--- src/source/fm_mix_pkg.sv ---
// Shared types and constants for the YM2610 output accumulator
// Channel numbers skip 3, so only six of the eight ch_t codes are valid
package fm_mix_pkg;

    // Sample and accumulator widths
    typedef logic signed [13:0] op_result_t;
    typedef logic signed [15:0] adpcm_t;
    typedef logic signed [15:0] snd_t;
    typedef logic signed [17:0] acc_t;

    // Slot addressing and channel settings
    typedef logic [2:0] ch_t;
    typedef logic [1:0] op_t;
    typedef logic [2:0] alg_t;
    // Bit 1 left, bit 0 right
    typedef logic [1:0] rl_t;

    // Current slot, exactly one enters flag set
    typedef struct packed {
        ch_t  ch;
        op_t  op;
        logic s1_enters;
        logic s2_enters;
        logic s3_enters;
        logic s4_enters;
    } slot_t;

    typedef struct packed {
        alg_t alg;
        rl_t  rl;
    } ch_cfg_t;

    typedef struct packed {
        snd_t left;
        snd_t right;
    } stereo_t;

    localparam int slots_per_frame = 24;
    // FM channels replaced on operator 0
    localparam ch_t adpcm_a_ch = 3'd2;
    localparam ch_t adpcm_b_ch = 3'd6;

    // Clamp a 19-bit intermediate into the accumulator range
    function automatic acc_t sat_acc(input logic signed [18:0] x);
        // Two top bits differ only on overflow
        if (x[18] != x[17]) begin
            return x[18] ? 18'sh20000 : 18'sh1ffff;
        end
        return x[17:0];
    endfunction

endpackage
--- src/source/fm_output_mixer.sv ---
// YM2610 output mixer, op_result must match the exported slot on clk_en cycles
// No back-pressure, sample is held until the next sample_valid
`timescale 1ns/1ps

module fm_output_mixer #(
    parameter bit adpcm_mix = 1'b1
) (
    input  logic                   clk,
    input  logic                   arst_n,
    input  logic                   clk_en,
    input  logic                   cfg_we,
    input  fm_mix_pkg::ch_t        cfg_ch,
    input  fm_mix_pkg::ch_cfg_t    cfg_data,
    input  fm_mix_pkg::op_result_t op_result,
    input  fm_mix_pkg::stereo_t    adpcm_a,
    input  fm_mix_pkg::stereo_t    adpcm_b,
    output fm_mix_pkg::slot_t      slot,
    output fm_mix_pkg::stereo_t    sample,
    output logic                   sample_valid
);

    // Settings of the channel in the current slot
    fm_mix_pkg::ch_cfg_t cur_cfg;
    // High during slot 0
    logic frame_zero;

    slot_sequencer u_sequencer (
        .clk      (clk),
        .arst_n   (arst_n),
        .clk_en   (clk_en),
        .cfg_we   (cfg_we),
        .cfg_ch   (cfg_ch),
        .cfg_data (cfg_data),
        .slot     (slot),
        .cfg      (cur_cfg),
        .zero     (frame_zero)
    );

    slot_mixer #(
        .adpcm_mix (adpcm_mix)
    ) u_mixer (
        .clk          (clk),
        .arst_n       (arst_n),
        .clk_en       (clk_en),
        .slot         (slot),
        .cfg          (cur_cfg),
        .zero         (frame_zero),
        .op_result    (op_result),
        .adpcm_a      (adpcm_a),
        .adpcm_b      (adpcm_b),
        .sample       (sample),
        .sample_valid (sample_valid)
    );

endmodule

--- src/source/slot_mixer.sv ---
// Carrier selection and panning per slot, feeding left and right accumulators
// ADPCM-A times 8 is clamped to the accumulator range before summing
`timescale 1ns/1ps

module slot_mixer #(
    parameter bit adpcm_mix = 1'b1
) (
    input  logic                   clk,
    input  logic                   arst_n,
    input  logic                   clk_en,
    input  fm_mix_pkg::slot_t      slot,
    input  fm_mix_pkg::ch_cfg_t    cfg,
    input  logic                   zero,
    input  fm_mix_pkg::op_result_t op_result,
    input  fm_mix_pkg::stereo_t    adpcm_a,
    input  fm_mix_pkg::stereo_t    adpcm_b,
    output fm_mix_pkg::stereo_t    sample,
    output logic                   sample_valid
);

    logic sum_en;
    logic is_adpcm_a;
    logic is_adpcm_b;
    fm_mix_pkg::acc_t din_l;
    fm_mix_pkg::acc_t din_r;
    logic en_l;
    logic en_r;
    // ADPCM-B halved, still fits 16 bits
    fm_mix_pkg::adpcm_t b_half_l;
    fm_mix_pkg::adpcm_t b_half_r;

    // Carrier operators per algorithm
    always_comb begin
        case (cfg.alg)
            3'd4:       sum_en = slot.s2_enters | slot.s4_enters;
            3'd5, 3'd6: sum_en = slot.s2_enters | slot.s3_enters | slot.s4_enters;
            3'd7:       sum_en = slot.s1_enters | slot.s2_enters | slot.s3_enters |
                                 slot.s4_enters;
            default:    sum_en = slot.s4_enters;
        endcase
    end

    assign is_adpcm_a = (slot.op == 2'd0) && (slot.ch == fm_mix_pkg::adpcm_a_ch);
    assign is_adpcm_b = (slot.op == 2'd0) && (slot.ch == fm_mix_pkg::adpcm_b_ch);

    assign b_half_l = adpcm_b.left >>> 1;
    assign b_half_r = adpcm_b.right >>> 1;

    // Input select, FM data of the ADPCM slots is dropped
    always_comb begin
        if (is_adpcm_a) begin
            din_l = fm_mix_pkg::sat_acc(19'(adpcm_a.left) <<< 3);
            din_r = fm_mix_pkg::sat_acc(19'(adpcm_a.right) <<< 3);
            en_l  = adpcm_mix;
            en_r  = adpcm_mix;
        end else if (is_adpcm_b) begin
            din_l = 18'(b_half_l);
            din_r = 18'(b_half_r);
            en_l  = adpcm_mix;
            en_r  = adpcm_mix;
        end else begin
            // Sign extend operator output
            din_l = 18'(op_result);
            din_r = 18'(op_result);
            en_l  = sum_en & cfg.rl[1];
            en_r  = sum_en & cfg.rl[0];
        end
    end

    // Strobe trails the slot 0 step by one clock
    always_ff @(posedge clk or negedge arst_n) begin
        if (!arst_n) begin
            sample_valid <= 1'b0;
        end else begin
            sample_valid <= clk_en & zero;
        end
    end

    channel_accumulator u_left (
        .clk    (clk),
        .arst_n (arst_n),
        .clk_en (clk_en),
        .din    (din_l),
        .sum_en (en_l),
        .zero   (zero),
        .snd    (sample.left)
    );

    channel_accumulator u_right (
        .clk    (clk),
        .arst_n (arst_n),
        .clk_en (clk_en),
        .din    (din_r),
        .sum_en (en_r),
        .zero   (zero),
        .snd    (sample.right)
    );

endmodule

--- src/source/slot_sequencer.sv ---
// Walks 24 slots per frame, operator-major, one step per clk_en
// Writes to channels 3 and 7 are ignored
`timescale 1ns/1ps

module slot_sequencer (
    input  logic                clk,
    input  logic                arst_n,
    input  logic                clk_en,
    input  logic                cfg_we,
    input  fm_mix_pkg::ch_t     cfg_ch,
    input  fm_mix_pkg::ch_cfg_t cfg_data,
    output fm_mix_pkg::slot_t   slot,
    output fm_mix_pkg::ch_cfg_t cfg,
    output logic                zero
);

    logic [4:0] cnt;
    logic [4:0] base;
    // Channel position 0..5 inside the current operator
    logic [2:0] ch_idx;
    fm_mix_pkg::op_t op;
    logic [2:0] wr_idx;
    logic wr_ok;
    fm_mix_pkg::ch_cfg_t cfg_regs [0:5];

    // Frame slot counter
    always_ff @(posedge clk or negedge arst_n) begin
        if (!arst_n) begin
            cnt <= '0;
        end else if (clk_en) begin
            if (cnt == 5'(fm_mix_pkg::slots_per_frame - 1)) begin
                cnt <= '0;
            end else begin
                cnt <= cnt + 5'd1;
            end
        end
    end

    // Split counter into operator and channel position
    always_comb begin
        if (cnt >= 5'd18) begin
            op   = 2'd3;
            base = 5'd18;
        end else if (cnt >= 5'd12) begin
            op   = 2'd2;
            base = 5'd12;
        end else if (cnt >= 5'd6) begin
            op   = 2'd1;
            base = 5'd6;
        end else begin
            op   = 2'd0;
            base = 5'd0;
        end
        ch_idx = 3'(cnt - base);
    end

    // Slot descriptor
    always_comb begin
        // Positions 3..5 map to channels 4..6
        slot.ch        = (ch_idx < 3'd3) ? ch_idx : ch_idx + 3'd1;
        slot.op        = op;
        slot.s1_enters = (op == 2'd0);
        slot.s2_enters = (op == 2'd1);
        slot.s3_enters = (op == 2'd2);
        slot.s4_enters = (op == 2'd3);
    end

    assign zero = (cnt == 5'd0);

    // Register write index, channel 3 and 7 have no storage
    assign wr_ok  = (cfg_ch[1:0] != 2'd3);
    assign wr_idx = cfg_ch[2] ? cfg_ch - 3'd1 : cfg_ch;

    // Per-channel algorithm and panning, written independent of clk_en
    always_ff @(posedge clk or negedge arst_n) begin
        if (!arst_n) begin
            for (int i = 0; i < 6; i++) begin
                cfg_regs[i] <= '0;
            end
        end else if (cfg_we && wr_ok) begin
            cfg_regs[wr_idx] <= cfg_data;
        end
    end

    // Current channel settings
    assign cfg = cfg_regs[ch_idx];

    // Counter must wrap before leaving the frame
    a_cnt_in_frame: assert property (
        @(posedge clk) disable iff (!arst_n)
        cnt < 5'(fm_mix_pkg::slots_per_frame)
    ) else $error("slot counter out of frame range: %0d", cnt);

endmodule

--- src/source/channel_accumulator.sv ---
// Frame accumulator, running sum clamps at 18 bits and the output at 16
`timescale 1ns/1ps

module channel_accumulator (
    input  logic             clk,
    input  logic             arst_n,
    input  logic             clk_en,
    input  fm_mix_pkg::acc_t din,
    input  logic             sum_en,
    input  logic             zero,
    output fm_mix_pkg::snd_t snd
);

    fm_mix_pkg::acc_t sum;
    fm_mix_pkg::acc_t sum_next;
    fm_mix_pkg::snd_t sum_sat;

    // Add with headroom, then clamp back
    assign sum_next = fm_mix_pkg::sat_acc(19'(sum) + 19'(din));

    // Output range clamp
    always_comb begin
        if (sum[17:15] == 3'b000 || sum[17:15] == 3'b111) begin
            sum_sat = sum[15:0];
        end else if (sum[17]) begin
            sum_sat = 16'sh8000;
        end else begin
            sum_sat = 16'sh7fff;
        end
    end

    always_ff @(posedge clk or negedge arst_n) begin
        if (!arst_n) begin
            sum <= '0;
            snd <= '0;
        end else if (clk_en) begin
            if (zero) begin
                // Frame boundary, latch old sum and restart
                snd <= sum_sat;
                sum <= sum_en ? din : '0;
            end else if (sum_en) begin
                sum <= sum_next;
            end
        end
    end

    // Held output only moves on the frame boundary step
    a_hold_between_frames: assert property (
        @(posedge clk) disable iff (!arst_n)
        !(clk_en && zero) |=> $stable(snd)
    ) else $error("accumulator output changed outside frame boundary");

endmodule

--- config.mk ---
export PLATFORM = sky130hd
export DESIGN_NAME = fm_output_mixer
export DESIGN_NICKNAME = d
export VERILOG_FILES = /design/src/source/fm_mix_pkg.sv /design/src/source/fm_output_mixer.sv /design/src/source/slot_mixer.sv /design/src/source/slot_sequencer.sv /design/src/source/channel_accumulator.sv
export SDC_FILE = /design/constraint.sdc
export NUM_CORES = 1
export LEC_CHECK = 0
export BUFFER_PORTS_ARGS = -buffer_cell sky130_fd_sc_hd__buf_2
export CAP_MARGIN = 20
export CORE_MARGIN = 5
export CORE_UTILIZATION = 63
export DETAILED_ROUTE_END_ITERATION = 7
export PLACE_DENSITY = 0.94
export SLEW_MARGIN = 25
export SYNTH_ARGS = -nofsm -noshare
export SYNTH_HDL_FRONTEND = slang
export SYNTH_SLANG_ARGS = --single-unit
--- constraint.sdc ---
create_clock -name clk -period 9.7 [get_ports clk]
set_input_delay 1.94 -clock clk [delete_from_list [all_inputs] [get_ports clk]]
set_output_delay 1.94 -clock clk [all_outputs]
set_load 0.02 [all_outputs]
# == After elaboration in Yosys (flattened, before gate mapping) ==
# Cells that the tools add are included.
# word_totals
word_cells,127
register_bits,104
output_inout_bits,42
# classes
n_addsub,6
bitwise_logic,11
n_eq_ne,17
reduce_logical,16
n_mux,52
n_lt_le_gt_ge,7
# ops
op,count
two-way mux 18 bit,22
two-way mux 16 bit,4
adder 18 x 18 -> 19 bit,2
bitwise mux 30 bit,1
"== test 3 bit, second input constant",7
two-way mux 5 bit,4
binary-select mux 5 bit (select 3 bit),1
demux 5 bit (select 3 bit),1
two-way mux 3 bit,5
two-way mux 1 bit,11
">= comparator 4 bit, second input constant",2
NOT 3 -> 4 bit,2
logical NOT 3 bit,2
bitwise OR 1 bit,6
AND reduction 2 bit,3
"adder 5 x 1 -> 5 bit, second input constant",1
"== test 5 bit, second input constant",1
">= comparator 5 x 3 -> 1 bit, second input constant",1
">= comparator 5 x 4 -> 1 bit, second input constant",1
">= comparator 5 bit, second input constant",1
logical NOT 5 bit,1
"== test 2 bit, second input constant",2
logical AND 1 bit,4
"< comparator 4 x 1 -> 1 bit, second input constant",1
15 further kinds,23

# == Depth between registers and ports, before layout ==
# depth
word_depth,18
mapped_depth,29
depth_no_buf,25

# == Cells and area by module ==
# Synthesis repeated with hierarchy kept, for this count alone.
# hier_totals
hier_cells,922
hier_area_um2,8110.3
# by_module_without_submodules
module,cells_each,area_per_inst_um2,n_inst
channel_accumulator at u_mixer.u_left,334,2746.4,1
channel_accumulator at u_mixer.u_right,284,2572.5,1
slot_sequencer,150,1925.6,1
slot_mixer,154,865.8,1

# == Least setup slack after synthesis ==
# Ideal clock, no wire load.
# synth_timing
kind,reg-to-reg
start,register u_sequencer.cnt[0]
end,register u_mixer.u_left.sum[0]
n_path_buf,4
t_arrival_ps,6234
path_slack_ps,3389
synth_period_minus_slack_ps,6311
stages_incl_launch_ff,29
required_ps,9623
cell_sequence,dfrtp_1 buf_2 inv_1 ha_1 o21a_1 a21o_1 or2_2 ha_1 clkbuf_1 inv_1 ha_1 a2111o_1 o31ai_2 buf_4 buf_4 nand2_1 a21oi_1 ha_1 inv_1 fa_1 nor2b_1 o31ai_2 a221oi_1 a2111oi_0 o21ai_1 a211oi_1 nor2_1 a22oi_1 a21oi_1
# synth_rtl
element,line,source
start: declaration,slot_sequencer.sv:17,logic [4:0] cnt;
start signal: assignment,slot_sequencer.sv:34,cnt <= cnt + 5'd1;
end signal: assignment,channel_accumulator.sv:40,sum <= sum_en ? din : '0;
end signal: assignment,channel_accumulator.sv:42,sum <= sum_next;
end: declaration,channel_accumulator.sv:14,fm_mix_pkg::acc_t sum;

# == Worst setup path after layout ==
# layout_timing
start,register u_sequencer.cnt[0]
end,register u_mixer.u_left.sum[0]
# layout_between
elab_chain_len,17
elab_cells_between_ends,54
classes_between,3 x add/sub; 4 x order compare; 10 x eq/ne; 22 x mux; 8 x bitwise; 7 x reduce/logical
# layout_lines
element,line,source
>= comparator 5 x 3 -> 1 bit,slot_sequencer.sv:47,end else if (cnt >= 5'd6) begin
two-way mux 3 bit,slot_sequencer.sv:47,
two-way mux 3 bit,slot_sequencer.sv:44,end else if (cnt >= 5'd12) begin
two-way mux 3 bit,slot_sequencer.sv:41,if (cnt >= 5'd18) begin
subtractor 3 bit,slot_sequencer.sv:54,ch_idx = 3'(cnt - base);
"adder 3 x 1 -> 3 bit, or another cell as far along",slot_sequencer.sv:60,slot.ch = (ch_idx < 3'd3) ? ch_idx : ch_idx + 3'd1;
two-way mux 3 bit or binary-select mux 5 bit (select 3 bit) (tied branches),"slot_sequencer.sv:60, slot_sequencer.sv:86",
== test 3 bit or two-way mux 5 bit (tied branches),"slot_mixer.sv:44, slot_sequencer.sv:86",
logical AND 1 bit or two-way mux 5 bit (tied branches),"slot_mixer.sv:44, slot_sequencer.sv:86",
two-way mux 18 bit or == test 3 bit (tied branches),"slot_mixer.sv:56, slot_mixer.sv:34",
two-way mux 18 bit or OR reduction 2 bit (tied branches),"slot_mixer.sv:51, slot_mixer.sv:34",
adder 18 x 18 -> 19 bit or one-hot mux 1 bit (3 select lines) (tied branches),"channel_accumulator.sv:19, slot_mixer.sv:34",
"two-way mux 18 bit, or another cell as far along",fm_mix_pkg.sv:47,return x[18] ? 18'sh20000 : 18'sh1ffff;
"two-way mux 18 bit, or another cell as far along",fm_mix_pkg.sv:46,if (x[18] != x[17]) begin
two-way mux 18 bit or two-way mux 1 bit (tied branches),"fm_mix_pkg.sv:49, slot_mixer.sv:51",
"two-way mux 18 bit, or another cell as far along",channel_accumulator.sv:41,end else if (sum_en) begin
two-way mux 18 bit or AND reduction 2 bit (tied branches),n/a,
# Parallel ways exist; a longest one is shown, timed or not. The select of a mux whose other input is x is not followed.
# A chain may end at the register's enable or synchronous reset.

==> results_dict.tcl <==
set metrics [dict create \
    status "completed" \
    drtAntennaViolNets 0 \
    ios 132 \
    skew_ns 0.00843 \
    path_max_fanout 29 \
    initial_core_util_pct 63.6 \
    path_class "reg2reg" \
    r2r_cells 26 \
    synth_top_area_share_pct 31.2 \
    antenna_found_initial 2 \
    placed_area_mm2 0.00899 \
    drc 0 \
    setup_ws_ns 1.81 \
    finalSetupViolations 0 \
    die_y_um 125 \
    syn_inst 1032 \
    dp_slack_ns 1.96 \
    die_area_mm2 0.0157 \
    synth_area_leaders "dfrtp_1 31%, ha_1 7.3%, nand2_1 7.3%" \
    use_met2_pct 48.3 \
    grt_pass1_vias 7768 \
    drtPass1Iterations 6 \
    fin_area_mm2 0.00927 \
    timing.slew.headroom_pct 28.0 \
    cts_buffer_depth 2 \
    grt_start_max_net_pins 64 \
    grtUsageMet3_pct 7.08 \
    yosysSeqAreaShare_pct 31.2 \
    fillers 982 \
    grt_use_total_pct 28.9 \
    fp.dieW_um 125 \
    post-route-period-util_pct 81.3 \
    ys_warn_count 0 \
    rows 42 \
    clk_pin_slew_ns 0.08 \
    coreArea_mm2 0.0131 \
    arrival_ns 8.16 \
    fin_crit_ns 7.89 \
    max_freq_ghz 0.127 \
    routed_wl_um 22800 \
    grt_pass1_wl_um 37100 \
    grt_overflow 0 \
    viasPerCell 6.11 \
    layout.nets 1267 \
    tritoncts "built" \
    worstPathRequired_ns 9.97 \
    numPortBuffers 129 \
    post-synth-top-area-cell "dfrtp_1" \
    synth_edf_count 0 \
    routedWlPerCell_um 17.4 \
    syn_area_mm2 0.00835 \
    htreeDepth 3 \
    grt_setup_unrepaired "no" \
    drive_above_1_share_pct 21.6 \
    setup_tns_ns 0 \
    grt_use_met1_pct 34.7 \
    finalMaxSlewViolations 0 \
    syn_nets 1173 \
    holdBufCountCts 0 \
    postCtsSetupRepairBufs 0 \
    yosysUniqueCellTypes 81 \
    gp_congestion 0.977 \
    cts_resized 0 \
    cts_sinks 104 \
    synth_area_per_cell_um2 8.09 \
    root_buffer "clkbuf_16" \
    synth_seq_cells 104 \
    cts_made_buffers 9 \
    finalHoldViolations 0 \
    whs_path_depth 2 \
    synth_flop_cell "dfrtp_1" \
    clock_latency_ns 0.36 \
    busiest_layer "met2" \
    drv_cap 0 \
    min_path_type "reg2reg" \
    whs_ns 0.475 \
    area_growth_pct 11.0 \
    first_iter_violations 592 \
    end_kind "flip-flop" \
    dpl.hpwl_um 17100 \
    tightest_slew_ns 1.08 \
    synthArstFlopShare_pct 100 \
    worstSetupStartpointType "flip-flop" \
    via_count 7992 \
]
synthesized netlist by cell type (5+ instances only):
master      n
nand2b_1   13
o21ai_1     8
nor2_1    150
xnor2_1    19
nor3_1     13
o21a_1      6
a21o_1     11
clkbuf_1   28
o21ai_0   102
dfrtp_1   104
o22ai_1     5
nand2_1   163
buf_6       7
o21ai_2    13
mux4_2      5
a21oi_1    83
o211ai_1    9
inv_1      31
a22oi_1     6
buf_4       8
mux2_2     33
nand3_1    23
ha_1       49
xor2_1     10
nand2b_4    9
a31oi_1    11
a211oi_1   12
a31oi_2    10
registers in the layout, indices dropped and copies added, names as in the netlist:
| register | cells |
|---|---|
| u_mixer.u_right.sum | 18 |
| u_mixer.sample_valid | 1 |
| u_mixer.u_left.sum | 18 |
| u_sequencer.cfg_regs | 30 |
| u_mixer.u_right.snd | 16 |
| u_sequencer.cnt | 5 |
| u_mixer.u_left.snd | 16 |
kinds of logic after synthesis:
group / share of synthesized area [%]
xor+xnor: 3.04
buf+inv: 4.69
flops: 31.2
mux: 6.28
fa+ha+maj: 8.08
compound gates: 24.5
simple gates: 22.2
placed cells by master (no fill, tap or decap), drive strengths merged, types with 5 or more instances in the layout:
master | synthesis | final
a211oi | 14 | 14
a21o | 11 | 11
a21oi | 83 | 83
a22oi | 8 | 8
a31oi | 21 | 21
buf | 22 | 133
clkbuf | 28 | 9
dfrtp | 104 | 104
ha | 49 | 49
inv | 31 | 32
mux2 | 33 | 33
mux4 | 5 | 5
nand2 | 165 | 165
nand2b | 22 | 22
nand3 | 24 | 24
nor2 | 153 | 153
nor2b | 5 | 5
nor3 | 13 | 13
o211ai | 9 | 9
o21a | 10 | 10
o21ai | 123 | 123
o22ai | 5 | 5
o31ai | 5 | 5
xnor2 | 19 | 19
xor2 | 10 | 10
cell type report:
| type | instances | area (µm²) | area share (%) |
|---|---|---|---|
| Tap cell | 176 | 220 | 2.38 |
| Antenna cell | 2 | 5.00 | 0.0540 |
| Multi-Input combinational cell | 847 | 5370 | 57.9 |
| Clock inverter | 6 | 46.3 | 0.500 |
| Inverter | 31 | 116 | 1.26 |
| Sequential cell | 104 | 2600 | 28.1 |
| Timing Repair Buffer | 133 | 686 | 7.40 |
| Clock buffer | 9 | 225 | 2.43 |
per-stage QoR:
step	std cells	util [%]
floorplan	1032	-
global placement	1290	68.3
detailed placement	1291	68.4
CTS	1306	70.5
global route	1307	70.5
finish	1308	70.5
worst max-delay path, stage by stage, from the launching register on:
cell	delay, ns
dfrtp_1	0.86
inv_1	0.36
ha_1	0.34
o21a_1	0.19
a21o_1	0.17
or2_2	0.31
ha_1	0.60
inv_1	0.20
ha_1	0.33
o21a_1	0.22
inv_1	0.14
or2_1	0.12
buf_4	0.43
nor2_1	0.16
a21oi_1	0.21
ha_1	0.22
inv_1	0.06
fa_1	0.41
nor2b_1	0.19
o31ai_2	0.11
a221oi_1	0.42
a2111oi_0	0.20
o21ai_1	0.27
a211oi_1	0.14
nor2_1	0.69
a22oi_1	0.20
a21oi_1	0.22
metal layers:
metal	up-vias	part of all wire, %	routed length [µm]
met5	-	0.031	7
met3	78	8.1	1860
met2	392	47	10700
met1	3698	40	9220
li1	3822	-	-
met4	2	4.6	1040
worst paths after layout:
| check | start | slack, ns | to |
|---|---|---|---|
| hold reg to reg | u_mixer.u_left.snd[10] | 0.48 | u_mixer.u_left.snd[10] |
| hold / removal | u_mixer.u_left.snd[10] | 0.48 | u_mixer.u_left.snd[10] |
| setup reg to reg | u_sequencer.cnt[0] | 1.81 | u_mixer.u_left.sum[0] |
| max in group asynchronous | arst_n | 6.91 | u_mixer.u_right.sum[7] |
| min in group asynchronous | arst_n | 1.60 | u_sequencer.cfg_regs[12] |
| setup / recovery | u_sequencer.cnt[0] | 1.81 | u_mixer.u_left.sum[0] |
Power is not shown: default switching activity piles up to over one toggle a cycle in this logic, so the estimate is an artifact.
